--- src/c16_mem_pkg.sv ---
// shared widths, zero-page pointer map and slot constants for the c16 memory glue
// every module of the memory hub pulls these in with a wildcard import
package c16_mem_pkg;

	// ----------------------------------------
	// bus and memory widths
	// ----------------------------------------

	// cpu address as rebuilt from the multiplexed dram bus
	localparam int CPU_ADDR_W = 16;

	// byte index of the download stream, also the loader ram byte address
	localparam int LOAD_ADDR_W = 25;

	// word address of the external 16 bit ram
	localparam int RAM_ADDR_W = 24;

	// one data byte, c16 data bus and loader payload
	localparam int BYTE_W = 8;

	// ram data word, two byte lanes
	localparam int RAM_DATA_W = 16;

	// ----------------------------------------
	// slot timing
	// ----------------------------------------

	// slot counter width, 16 clocks per memory cycle
	// msb set means the cpu owns the ram, msb clear means the loader does
	localparam int SLOT_CNT_W = 4;

	// ----------------------------------------
	// zero-page shadow map
	// ----------------------------------------

	// basic pointers that get patched after a prg injection
	localparam int ZP_PTR_COUNT = 4;

	// low byte address of each pointer, the high byte follows at +1
	// index 0 is the start-of-variables pointer at 0x2d
	localparam logic [ZP_PTR_COUNT-1:0][CPU_ADDR_W-1:0] ZP_BASE_ADDRS = {
		16'h009d,
		16'h0031,
		16'h002f,
		16'h002d
	};

	// overlay value when the address is not one of the shadowed bytes
	localparam logic [BYTE_W-1:0] ZP_MISS_DATA = 8'hff;

	// a prg file starts with its load address, low byte first
	localparam int HEADER_BYTES = 2;

endpackage

--- src/c16_bus_capture.sv ---
// demultiplexes the c16 dram bus into a 16 bit cpu address and runs the slot timer
// the slot counter restarts on every RAS fall so both halves stay locked to the c16
`timescale 1ns/1ps

module c16_bus_capture (
	input  logic                               clk28,
	input  logic                               reset,
	input  logic                               ras_n_i,
	input  logic                               cas_n_i,
	input  logic [c16_mem_pkg::BYTE_W-1:0]     a_i,
	output logic [c16_mem_pkg::CPU_ADDR_W-1:0] cpu_addr_o,
	output logic                               cpu_slot_o,
	output logic                               to_loader_o,
	output logic                               to_cpu_o
);
	import c16_mem_pkg::*;

	// strobe synchronizers, bit 0 is the first stage
	logic [2:0] ras_sync;
	logic [2:0] cas_sync;
	logic ras_fall;
	logic cas_fall;
	// address bus delayed to line up with the synchronized strobes
	logic [BYTE_W-1:0] a_s1;
	logic [BYTE_W-1:0] a_s2;
	logic [BYTE_W-1:0] a_row;
	logic [BYTE_W-1:0] a_col;
	logic [SLOT_CNT_W-1:0] slot_cnt;
	logic [SLOT_CNT_W-1:0] slot_next;

	// ----------------------------------------
	// strobe sync and address latches
	// ----------------------------------------

	always_ff @(posedge clk28) begin
		if (reset) begin
			// strobes idle high
			ras_sync <= '1;
			cas_sync <= '1;
		end else begin
			ras_sync <= {ras_sync[1:0], ras_n_i};
			cas_sync <= {cas_sync[1:0], cas_n_i};
		end
	end

	// fall seen between the second and third stage
	assign ras_fall = ras_sync[2] & ~ras_sync[1];
	assign cas_fall = cas_sync[2] & ~cas_sync[1];

	always_ff @(posedge clk28) begin
		a_s1 <= a_i;
		a_s2 <= a_s1;
		// row byte is the low half of the cpu address, column byte the high half
		if (ras_fall)
			a_row <= a_s2;
		if (cas_fall)
			a_col <= a_s2;
	end

	assign cpu_addr_o = {a_col, a_row};

	// ----------------------------------------
	// slot timer
	// ----------------------------------------

	assign slot_next = ras_fall ? '0 : slot_cnt + 1'b1;

	always_ff @(posedge clk28) begin
		if (reset)
			slot_cnt <= '0;
		else
			slot_cnt <= slot_next;
	end

	assign cpu_slot_o = slot_cnt[SLOT_CNT_W-1];
	// edge pulses sit in the last cycle before the half changes
	assign to_loader_o = slot_cnt[SLOT_CNT_W-1] & ~slot_next[SLOT_CNT_W-1];
	assign to_cpu_o = ~slot_cnt[SLOT_CNT_W-1] & slot_next[SLOT_CNT_W-1];

endmodule

--- src/prg_injector.sv ---
// turns a downloaded prg byte stream into ram writes during the loader half
// first two bytes give the load address, every later byte lands one address higher
`timescale 1ns/1ps

module prg_injector (
	input  logic                                clk28,
	input  logic                                reset,
	input  logic                                dl_active_i,
	input  logic                                dl_wr_i,
	input  logic [c16_mem_pkg::LOAD_ADDR_W-1:0] dl_addr_i,
	input  logic [c16_mem_pkg::BYTE_W-1:0]      dl_data_i,
	input  logic                                to_loader_i,
	input  logic                                to_cpu_i,
	output logic                                ld_we_o,
	output logic [c16_mem_pkg::LOAD_ADDR_W-1:0] ld_addr_o,
	output logic [c16_mem_pkg::BYTE_W-1:0]      ld_data_o,
	output logic                                done_o,
	output logic [c16_mem_pkg::CPU_ADDR_W-1:0]  end_addr_o
);
	import c16_mem_pkg::*;

	logic hdr_wr;
	logic payload_wr;
	// byte waiting for the next loader half
	logic pending;
	logic [BYTE_W-1:0] pend_data;
	logic [LOAD_ADDR_W-1:0] load_addr;
	logic active_q;

	// header bytes go to the address register, the rest is payload
	assign hdr_wr = dl_active_i & dl_wr_i & (dl_addr_i < LOAD_ADDR_W'(HEADER_BYTES));
	assign payload_wr = dl_active_i & dl_wr_i & ~hdr_wr;

	// ----------------------------------------
	// write sequencing
	// ----------------------------------------

	always_ff @(posedge clk28) begin
		if (reset) begin
			pending <= 1'b0;
			ld_we_o <= 1'b0;
			load_addr <= '0;
			active_q <= 1'b0;
			done_o <= 1'b0;
		end else begin
			active_q <= dl_active_i;
			// end of download, one clock pulse
			done_o <= active_q & ~dl_active_i;

			// loader half starts, pending byte goes out for the whole half
			if (to_loader_i) begin
				ld_we_o <= pending;
				pending <= 1'b0;
			end

			// cpu half starts, step past the byte just written
			if (to_cpu_i) begin
				if (ld_we_o)
					load_addr <= load_addr + 1'b1;
				ld_we_o <= 1'b0;
			end

			// load address from the file header, low byte then high byte
			if (hdr_wr) begin
				if (dl_addr_i[0] == 1'b0)
					load_addr[BYTE_W-1:0] <= dl_data_i;
				else
					load_addr[LOAD_ADDR_W-1:BYTE_W] <=
						{{(LOAD_ADDR_W-2*BYTE_W){1'b0}}, dl_data_i};
			end

			// a strobe in the same clock as the half change waits one slot
			if (payload_wr)
				pending <= 1'b1;
		end
	end

	// byte buffers
	always_ff @(posedge clk28) begin
		if (payload_wr)
			pend_data <= dl_data_i;
		if (to_loader_i & pending)
			ld_data_o <= pend_data;
	end

	assign ld_addr_o = load_addr;
	// already one past the last written byte once its write half has closed
	assign end_addr_o = load_addr[CPU_ADDR_W-1:0];

endmodule

--- src/zp_shadow.sv ---
// eight zero-page shadow bytes holding the basic end pointers
// preset to the program end after a download, writable by the cpu, overlaid on reads
`timescale 1ns/1ps

module zp_shadow (
	input  logic                               clk28,
	input  logic                               reset,
	input  logic [c16_mem_pkg::CPU_ADDR_W-1:0] cpu_addr_i,
	input  logic                               rw_i,
	input  logic                               cas_n_i,
	input  logic [c16_mem_pkg::BYTE_W-1:0]     cpu_wdata_i,
	input  logic                               preset_i,
	input  logic [c16_mem_pkg::CPU_ADDR_W-1:0] preset_val_i,
	output logic                               hit_o,
	output logic [c16_mem_pkg::BYTE_W-1:0]     ovl_data_o
);
	import c16_mem_pkg::*;

	logic [CPU_ADDR_W-1:0] ptr [ZP_PTR_COUNT];
	// per pointer decode of the low and high byte address
	logic [ZP_PTR_COUNT-1:0] lo_sel;
	logic [ZP_PTR_COUNT-1:0] hi_sel;
	logic [2:0] cas_sync;
	logic cas_fall_q;

	// ----------------------------------------
	// address decode and read overlay
	// ----------------------------------------

	always_comb begin
		for (int i = 0; i < ZP_PTR_COUNT; i++) begin
			lo_sel[i] = (cpu_addr_i == ZP_BASE_ADDRS[i]);
			hi_sel[i] = (cpu_addr_i == ZP_BASE_ADDRS[i] + CPU_ADDR_W'(1));
		end
	end

	assign hit_o = |{lo_sel, hi_sel};

	always_comb begin
		ovl_data_o = ZP_MISS_DATA;
		for (int i = 0; i < ZP_PTR_COUNT; i++) begin
			if (lo_sel[i])
				ovl_data_o = ptr[i][BYTE_W-1:0];
			if (hi_sel[i])
				ovl_data_o = ptr[i][CPU_ADDR_W-1:BYTE_W];
		end
	end

	// ----------------------------------------
	// cpu write pulse
	// ----------------------------------------

	// same sync depth as the column latch, so the pulse comes with the full address
	always_ff @(posedge clk28) begin
		if (reset) begin
			cas_sync <= '1;
			cas_fall_q <= 1'b0;
		end else begin
			cas_sync <= {cas_sync[1:0], cas_n_i};
			cas_fall_q <= cas_sync[2] & ~cas_sync[1];
		end
	end

	// preset wins over a cpu write in the same clock
	always_ff @(posedge clk28) begin
		for (int i = 0; i < ZP_PTR_COUNT; i++) begin
			if (preset_i) begin
				ptr[i] <= preset_val_i;
			end else if (cas_fall_q & ~rw_i) begin
				if (lo_sel[i])
					ptr[i][BYTE_W-1:0] <= cpu_wdata_i;
				if (hi_sel[i])
					ptr[i][CPU_ADDR_W-1:BYTE_W] <= cpu_wdata_i;
			end
		end
	end

endmodule

--- src/mem_slot_mux.sv ---
// shares the 16 bit ram between the cpu half and the loader half of each slot
// folds the cpu address for 16k mode and steers byte lanes in both directions
`timescale 1ns/1ps

module mem_slot_mux (
	input  logic                                cpu_slot_i,
	input  logic [c16_mem_pkg::CPU_ADDR_W-1:0]  cpu_addr_i,
	input  logic                                rw_i,
	input  logic                                cas_n_i,
	input  logic [c16_mem_pkg::BYTE_W-1:0]      cpu_wdata_i,
	input  logic                                mem_16k_i,
	input  logic                                ld_we_i,
	input  logic [c16_mem_pkg::LOAD_ADDR_W-1:0] ld_addr_i,
	input  logic [c16_mem_pkg::BYTE_W-1:0]      ld_data_i,
	input  logic                                zp_hit_i,
	input  logic [c16_mem_pkg::BYTE_W-1:0]      zp_data_i,
	input  logic [c16_mem_pkg::RAM_DATA_W-1:0]  ram_rdata_i,
	output logic [c16_mem_pkg::RAM_ADDR_W-1:0]  ram_addr_o,
	output logic [c16_mem_pkg::RAM_DATA_W-1:0]  ram_wdata_o,
	output logic                                ram_we_o,
	output logic                                ram_oe_o,
	output logic [1:0]                          ram_ds_o,
	output logic [c16_mem_pkg::BYTE_W-1:0]      cpu_rdata_o
);
	import c16_mem_pkg::*;

	logic [RAM_ADDR_W-1:0] cpu_word_64k;
	logic [RAM_ADDR_W-1:0] cpu_word_16k;
	logic [RAM_ADDR_W-1:0] cpu_word;
	logic [RAM_ADDR_W-1:0] ld_word;
	// byte address bit 0 of whoever owns the slot
	logic lane_hi;
	logic [BYTE_W-1:0] wr_byte;
	logic [BYTE_W-1:0] ram_byte;

	// ----------------------------------------
	// address folding
	// ----------------------------------------

	// 64k, plain word address
	assign cpu_word_64k = {{(RAM_ADDR_W-CPU_ADDR_W+1){1'b0}}, cpu_addr_i[CPU_ADDR_W-1:1]};
	// 16k, bits 15:14 dropped, the two gaps mirror the 16k banks
	assign cpu_word_16k = {{(RAM_ADDR_W-CPU_ADDR_W+1){1'b0}}, 1'b0, cpu_addr_i[13:7],
		1'b0, cpu_addr_i[6:1]};
	assign cpu_word = mem_16k_i ? cpu_word_16k : cpu_word_64k;
	assign ld_word = ld_addr_i[LOAD_ADDR_W-1:1];

	// ----------------------------------------
	// slot select
	// ----------------------------------------

	assign ram_addr_o = cpu_slot_i ? cpu_word : ld_word;
	assign lane_hi = cpu_slot_i ? cpu_addr_i[0] : ld_addr_i[0];
	assign wr_byte = cpu_slot_i ? cpu_wdata_i : ld_data_i;

	// cpu accesses follow CAS, loader only ever writes
	assign ram_we_o = cpu_slot_i ? (~cas_n_i & ~rw_i) : ld_we_i;
	assign ram_oe_o = cpu_slot_i & ~cas_n_i & rw_i;

	// same byte on both lanes, the strobes pick one
	assign ram_wdata_o = {wr_byte, wr_byte};
	assign ram_ds_o = {lane_hi, ~lane_hi};

	// ----------------------------------------
	// read path
	// ----------------------------------------

	assign ram_byte = cpu_addr_i[0] ? ram_rdata_i[RAM_DATA_W-1:BYTE_W] :
		ram_rdata_i[BYTE_W-1:0];

	// shadowed zero-page bytes hide the ram contents
	assign cpu_rdata_o = zp_hit_i ? zp_data_i : ram_byte;

endmodule

--- src/c16_memory_hub.sv ---
// memory glue between the c16 dram bus, the prg loader and a word-wide ram
// wires the bus capture, prg injector, zero-page shadow and slot mux together
`timescale 1ns/1ps

module c16_memory_hub (
	input  logic                                clk28,
	input  logic                                reset,
	// c16 dram bus
	input  logic                                ras_n_i,
	input  logic                                cas_n_i,
	input  logic                                rw_i,
	input  logic [c16_mem_pkg::BYTE_W-1:0]      a_i,
	input  logic [c16_mem_pkg::BYTE_W-1:0]      cpu_wdata_i,
	output logic [c16_mem_pkg::BYTE_W-1:0]      cpu_rdata_o,
	// loader byte stream
	input  logic                                dl_active_i,
	input  logic                                dl_wr_i,
	input  logic [c16_mem_pkg::LOAD_ADDR_W-1:0] dl_addr_i,
	input  logic [c16_mem_pkg::BYTE_W-1:0]      dl_data_i,
	input  logic                                mem_16k_i,
	// ram port
	output logic [c16_mem_pkg::RAM_ADDR_W-1:0]  ram_addr_o,
	output logic [c16_mem_pkg::RAM_DATA_W-1:0]  ram_wdata_o,
	output logic                                ram_we_o,
	output logic                                ram_oe_o,
	output logic [1:0]                          ram_ds_o,
	input  logic [c16_mem_pkg::RAM_DATA_W-1:0]  ram_rdata_i
);
	import c16_mem_pkg::*;

	logic [CPU_ADDR_W-1:0] cpu_addr;
	logic cpu_slot;
	logic to_loader;
	logic to_cpu;
	logic ld_we;
	logic [LOAD_ADDR_W-1:0] ld_addr;
	logic [BYTE_W-1:0] ld_data;
	logic dl_done;
	logic [CPU_ADDR_W-1:0] end_addr;
	logic zp_hit;
	logic [BYTE_W-1:0] zp_data;

	// ----------------------------------------
	// bus side
	// ----------------------------------------

	c16_bus_capture capture0 (
		.clk28       (clk28),
		.reset       (reset),
		.ras_n_i     (ras_n_i),
		.cas_n_i     (cas_n_i),
		.a_i         (a_i),
		.cpu_addr_o  (cpu_addr),
		.cpu_slot_o  (cpu_slot),
		.to_loader_o (to_loader),
		.to_cpu_o    (to_cpu)
	);

	// loader writes, done pulse presets the basic pointers
	prg_injector inject0 (
		.clk28       (clk28),
		.reset       (reset),
		.dl_active_i (dl_active_i),
		.dl_wr_i     (dl_wr_i),
		.dl_addr_i   (dl_addr_i),
		.dl_data_i   (dl_data_i),
		.to_loader_i (to_loader),
		.to_cpu_i    (to_cpu),
		.ld_we_o     (ld_we),
		.ld_addr_o   (ld_addr),
		.ld_data_o   (ld_data),
		.done_o      (dl_done),
		.end_addr_o  (end_addr)
	);

	zp_shadow shadow0 (
		.clk28        (clk28),
		.reset        (reset),
		.cpu_addr_i   (cpu_addr),
		.rw_i         (rw_i),
		.cas_n_i      (cas_n_i),
		.cpu_wdata_i  (cpu_wdata_i),
		.preset_i     (dl_done),
		.preset_val_i (end_addr),
		.hit_o        (zp_hit),
		.ovl_data_o   (zp_data)
	);

	// ----------------------------------------
	// ram side
	// ----------------------------------------

	mem_slot_mux mux0 (
		.cpu_slot_i  (cpu_slot),
		.cpu_addr_i  (cpu_addr),
		.rw_i        (rw_i),
		.cas_n_i     (cas_n_i),
		.cpu_wdata_i (cpu_wdata_i),
		.mem_16k_i   (mem_16k_i),
		.ld_we_i     (ld_we),
		.ld_addr_i   (ld_addr),
		.ld_data_i   (ld_data),
		.zp_hit_i    (zp_hit),
		.zp_data_i   (zp_data),
		.ram_rdata_i (ram_rdata_i),
		.ram_addr_o  (ram_addr_o),
		.ram_wdata_o (ram_wdata_o),
		.ram_we_o    (ram_we_o),
		.ram_oe_o    (ram_oe_o),
		.ram_ds_o    (ram_ds_o),
		.cpu_rdata_o (cpu_rdata_o)
	);

endmodule

--- config.mk ---
export PLATFORM = sky130hd
export DESIGN_NAME = c16_memory_hub
export DESIGN_NICKNAME = d
export VERILOG_FILES = /design/src/c16_mem_pkg.sv /design/src/c16_bus_capture.sv /design/src/prg_injector.sv /design/src/zp_shadow.sv /design/src/mem_slot_mux.sv /design/src/c16_memory_hub.sv
export SDC_FILE = /design/constraint.sdc
export NUM_CORES = 1
export LEC_CHECK = 0
export ABC_AREA = 1
export BUFFER_PORTS_ARGS = -buffer_cell sky130_fd_sc_hd__buf_2
export CAP_MARGIN = 20
export CORE_ASPECT_RATIO = 0.9
export CORE_UTILIZATION = 57
export DETAILED_ROUTE_END_ITERATION = 10
export HOLD_SLACK_MARGIN = 0.05
export PLACE_DENSITY = 0.89
export SETUP_SLACK_MARGIN = 0.15
export SLEW_MARGIN = 10
export SYNTH_ARGS = -nofsm -noshare
export SYNTH_HDL_FRONTEND = slang
export SYNTH_SLANG_ARGS = --single-unit
--- constraint.sdc ---
create_clock -name clk28 -period 2.6 [get_ports clk28]
set_clock_uncertainty 0.1 [all_clocks]
set_input_delay 0 -clock clk28 [delete_from_list [all_inputs] [get_ports clk28]]
set_output_delay 0 -clock clk28 [all_outputs]
set_load 0.03 [all_outputs]
After elaboration in Yosys (flattened, before gate mapping)
Memories as Yosys holds them, arrays and structs flattened.
Cells that the tools add are included.
Cells by class
  eq/ne operators: 8
  add/subtract/negate cells: 2
  bitwise logic cells: 32
  mux-type cells: 65
  reductions and logical operators: 4
  order comparisons: 1
Operators by type and width (count)
  $mux 8: 20
  $eq 16x6->1 const B: 6
  $mux 25: 3
  $mux 1: 38
  $eq 16x8->1 const B: 2
  $add 25x1->25 const B: 1
  $lt 25x2->1 const B: 1
  $mux 24: 1
  $mux 17: 1
  $mux 15: 1
  $and 1x1->1: 14
  $not 1->1: 10
  $or 1x1->1: 8
  $reduce_or 8->1: 1
  $add 4x1->4 const B: 1
  $mux 4: 1
  $reduce_or 2->1: 2
  $reduce_bool 2->1: 1
Storage, ports and cells
  input bits: 73
  register bits after elaboration: 91
  memories kept: 1
  output and inout port bits: 52
  word-level logic and storage cells: 130
  memory bits (writable): 64
Memory list
  shadow0.ptr: depth 4, bits a word 16, read ports 4, clocked after Yosys merged registers in 0, wr ports 4, RTL line zp_shadow.sv:19  | logic [CPU_ADDR_W-1:0] ptr [ZP_PTR_COUNT];

Depth between registers and ports, before layout
  depth in word-level cells: 10
  gate-level depth with buffers: 14
  depth with buffers taken out: 13

Cells and area by module
From an unflattened synthesis, not the netlist that was laid out.
Unflattened totals
  cells, all modules: 1019
  area, all modules: 8454.4 µm²
By module, submodules not included
  zp_shadow: cells each 433, area each 3971.3 µm², instances 1
  prg_injector: cells each 321, area each 2489.9 µm², instances 1
  c16_bus_capture: cells each 69, area each 1147.4 µm², instances 1
  mem_slot_mux: cells each 196, area each 845.8 µm², instances 1

Worst setup path before layout
Ideal clock, no wire load.
  kind: flip-flop to flip-flop
  start: register capture0.a_col[4]
  end: memory shadow0.ptr[3][0] (enable)
  setup time: 0.384 ns
  slack: 0.384 ns
  period minus slack after synthesis: 2.216 ns
  stages on the path, launching flop included: 8
  required time: 2.116 ns
  buffers on the path: 2
  data arrival time: 1.732 ns
  cells stage by stage: edfxtp_1 nor2_1 nand2_2 nor2_4 buf_6 buf_6 nand3_1 o21ai_0
RTL lines
  from (decl): RTL line c16_bus_capture.sv:27  | logic [BYTE_W-1:0] a_col;
  from (signal assigned): RTL line c16_bus_capture.sv:57  | a_col <= a_s2;
  to (decl): RTL line zp_shadow.sv:19

Worst setup path in the final report
  start: register capture0.a_col[4]
  end: output port cpu_rdata_o[6] (netlist name)
Between the ends
  word-level cells in the longest chain between the ends: 10
  elaborated cells between the ends (all ways): 18
RTL lines
  $eq 16x6->1: RTL line zp_shadow.sv:32  | lo_sel[i] = (cpu_addr_i == ZP_BASE_ADDRS[i]);
  $mux 8: RTL line zp_shadow.sv:42  | if (lo_sel[i])
  $mux 8: RTL line zp_shadow.sv:44  | if (hi_sel[i])
  $mux 8: RTL line zp_shadow.sv:42
  $mux 8: RTL line zp_shadow.sv:44
  $mux 8: RTL line zp_shadow.sv:42
  $mux 8: RTL line zp_shadow.sv:44
  $mux 8: RTL line zp_shadow.sv:42
  $mux 8: RTL line zp_shadow.sv:44
  $mux 8 *: RTL line mem_slot_mux.sv:72  | assign cpu_rdata_o = zp_hit_i ? zp_data_i : ram_byte;
  to (decl): RTL line c16_memory_hub.sv:14  | output logic [c16_mem_pkg::BYTE_W-1:0] cpu_rdata_o,
Every way passes the cells marked *; elsewhere a longest branch is shown, timed or not.

==> results.sh <==
export IMPL_min_from="cpu_wdata_i[2]"
export IMPL_htree_levels=4
export IMPL_final_common_cell="nand2_1"
export IMPL_fin_ws_ns=-0.00195
export IMPL_postPlaceCellArea_um2=8770
export IMPL_synth_nets=1057
export IMPL_max_slew_worst_pin_slew_ns=0.806
export IMPL_crit_required_ns=2.50
export IMPL_numCtsBuffers=17
export IMPL_area_delta_synth_final_pct=26.1
export IMPL_nets=1229
export IMPL_ant_nets=0
export IMPL_die_area_um2=14700
export IMPL_period_needed_ns=2.60
export IMPL_clk_transition_reported_paths_ns=0.07
export IMPL_crit_fanout=6
export IMPL_antenna_found_initial=0
export IMPL_overflow=0
export IMPL_worst_setup_path_end_kind="output port"
export IMPL_rrSetupSlack_ns=0.15
export IMPL_viasPerCell=6.07
export IMPL_syn_inst=982
export IMPL_wire_per_inst_um=20.5
export IMPL_max_freq_mhz=384
export IMPL_die_h_um=115
export IMPL_r2r_end="shadow0.ptr[1][3]"
export IMPL_min_to="shadow0.ptr[0][2]"
export IMPL_violations="setup timing"
export IMPL_finalHoldViolCount=0
export IMPL_hold_path_depth=3
export IMPL_insertedDiodeCount=0
export IMPL_cts_tree="yes"
export IMPL_whs_ns=0.0680
export IMPL_fill_cells=860
export IMPL_clock_latency_ns=0.44
export IMPL_rows=40
export IMPL_cts_sinks=152
export IMPL_worstPathArrival_ns=2.50
export IMPL_first_pass_iters=6
export IMPL_port_buffer_count=124
export IMPL_r2r_start="capture0.a_row[7]"
export IMPL_rsz0062_at_grt="true"
export IMPL_drtIter0Drc=1238
export IMPL_reg2regPathDepth=9
export IMPL_cap_violations=0
export IMPL_vias=8229
export IMPL_clockBufferDepth=2
export IMPL_grt_max_degree=26
export IMPL_synth_seq_area_share=0.495
export IMPL_die_width_um=128
export IMPL_groute_usage_overall=0.371
export IMPL_relSlewSlack=0.460
export IMPL_final_max_slew_viol_count=0
export IMPL_post_place_ws_ns=0.229
export IMPL_routed_wl_um=27800
export IMPL_synth_cell_types=46
export IMPL_coreArea_um2=13600
export IMPL_grt_pass1_vias=7552
export IMPL_drc=0
export IMPL_min_path_type="in -> reg"
export IMPL_leakagePower_nw=4.40
export IMPL_yosys_register_bits=152
export IMPL_root_buffer="clkbuf_16"
export IMPL_initial_core_util=0.594
export IMPL_power_density_nw_per_um2=538
export IMPL_yosys_warnings=0
export IMPL_setup_viol_count_final=1
export IMPL_vdd_ir_drop_max_v=0.000483
export IMPL_worstSetupStartpointType="flip-flop"
export IMPL_avgSynthCellArea_um2=8.24
export IMPL_tns_ns=-0.00195
export IMPL_final_layout_size_suffix_gt1_frac=0.262
export IMPL_fin_area_um2=10200
export IMPL_power_mw=5.48
export IMPL_syn_cell_area_um2=8090
export IMPL_final_cell_mix="228 x nand2_1, 116 x buf_2, 113 x inv_1, 96 x edfxtp_1, 86 x nor2_1"
export IMPL_io_pins=125
export IMPL_status="finished, violations left"
export IMPL_hpwlAfterDp_um=16800
export IMPL_grt_pass1_wl_um=40400
export IMPL_gp_congestion=1.02
export IMPL_fin_crit_sh=1.00
export IMPL_critPathKind="reg -> out"
-- final cells by class --
class | count | area, um^2 | share of cell area
Sequential cell | 152 | 4010 | 0.393
Multi-Input combinational cell | 657 | 3490 | 0.343
Timing Repair Buffer | 203 | 1390 | 0.136
Inverter | 123 | 468 | 0.0459
Clock buffer | 18 | 429 | 0.0421
Tap cell | 189 | 236 | 0.0232
Clock inverter | 14 | 176 | 0.0173
-- state kept, by name (all words and copies together), names as in the netlist, 4 cells and up --
signal	flops
shadow0.ptr	64
inject0.ld_addr_o	25
capture0.a_col	8
capture0.a_row	8
capture0.a_s1	8
capture0.a_s2	8
inject0.ld_data_o	8
inject0.pend_data	8
capture0.slot_cnt	4
-- critical path, cell delays in order, from the launching register on --
cell	delay [ns]
edfxtp_1	0.43
nor2_1	0.21
nand2_4	0.11
nor2_4	0.23
buf_6	0.16
nand3_4	0.10
buf_6	0.16
or2_1	0.22
nand4_1	0.09
nor2_1	0.06
nand2_1	0.08
nand2_1	0.07
buf_6	0.14
-- power by group --
part           leakage (nW)  switching, mW  internal, mW
logic                  2.74          0.183         0.124
registers              1.36         0.0302          2.60
clock network         0.298           1.16          1.38
-- stage by stage --
step	cells	util
finish	1356	0.749
global route	1356	0.749
CTS	1345	0.729
detailed placement	1263	0.644
global placement	1263	0.644
floorplan	982	-
-- synth_stat cells, drive strengths merged --
cell type,number,area (um^2)
and2,1,6.26
clkinv,2,7.51
nor3,15,91.3
or2,28,175
nor2,102,432
nor3b,1,12.5
o211ai,3,22.5
nor4,7,73.8
clkbuf,15,61.3
a211oi,1,7.51
o21ai,119,644
o21bai,1,7.51
o21a,1,7.51
nand2,244,948
buf,39,284
ha,2,25.0
dfxtp,56,1120
nand3b,1,7.51
o22ai,2,12.5
nand4,27,181
inv,121,454
a21oi,34,170
xnor2,2,17.5
edfxtp,96,2880
xor2,13,114
nand3,49,323
-- layer usage --
layer | track usage | wire, um | vias to the layer above
met4 | 0.222 | 1980 | 0
met2 | 0.642 | 13100 | 755
li1 | - | - | 3561
met1 | 0.427 | 9240 | 3716
met5 | 0 | 0 | -
met3 | 0.0819 | 3430 | 197
-- kinds of logic (layout without fill, tap and decap cells) --
kind of cell    count (synthesis)  count (layout)  synth area share
buf+inv                       177             358            0.0998
flops                         152             152             0.495
compound gates                161             161             0.108
fa+ha+maj                       2               2           0.00309
xor+xnor                       15              15            0.0162
simple gates                  475             479             0.278
-- timing repair --
action / in CTS / in global routing
pin swaps: 11 / 11
gates cloned: 1 / 3
setup buffers: 19 / 8
hold buffers: 30 / 0
setup endpoints to repair: 10 / 14
hold endpoints to repair: 72 / 0
gates resized for setup: 33 / 41
-- how the worst max path moves through the flow --
stage,startpoint,endpoint,slack [ns],depth (start not counted)
after floorplan,capture0.a_col[4],shadow0.ptr[3][0],0.38,7
after global placement,capture0.a_row[2],cpu_rdata_o[5],0.34,10
after detailed placement,capture0.a_col[7],shadow0.ptr[3][11],0.23,9
after CTS,capture0.a_row[2],cpu_rdata_o[6],0.10,13
after global routing,capture0.a_row[7],cpu_rdata_o[0],-0.08,11
final,capture0.a_col[4],cpu_rdata_o[6],-0.002,12
No activity file was read; power rests on OpenSTA's default activity.
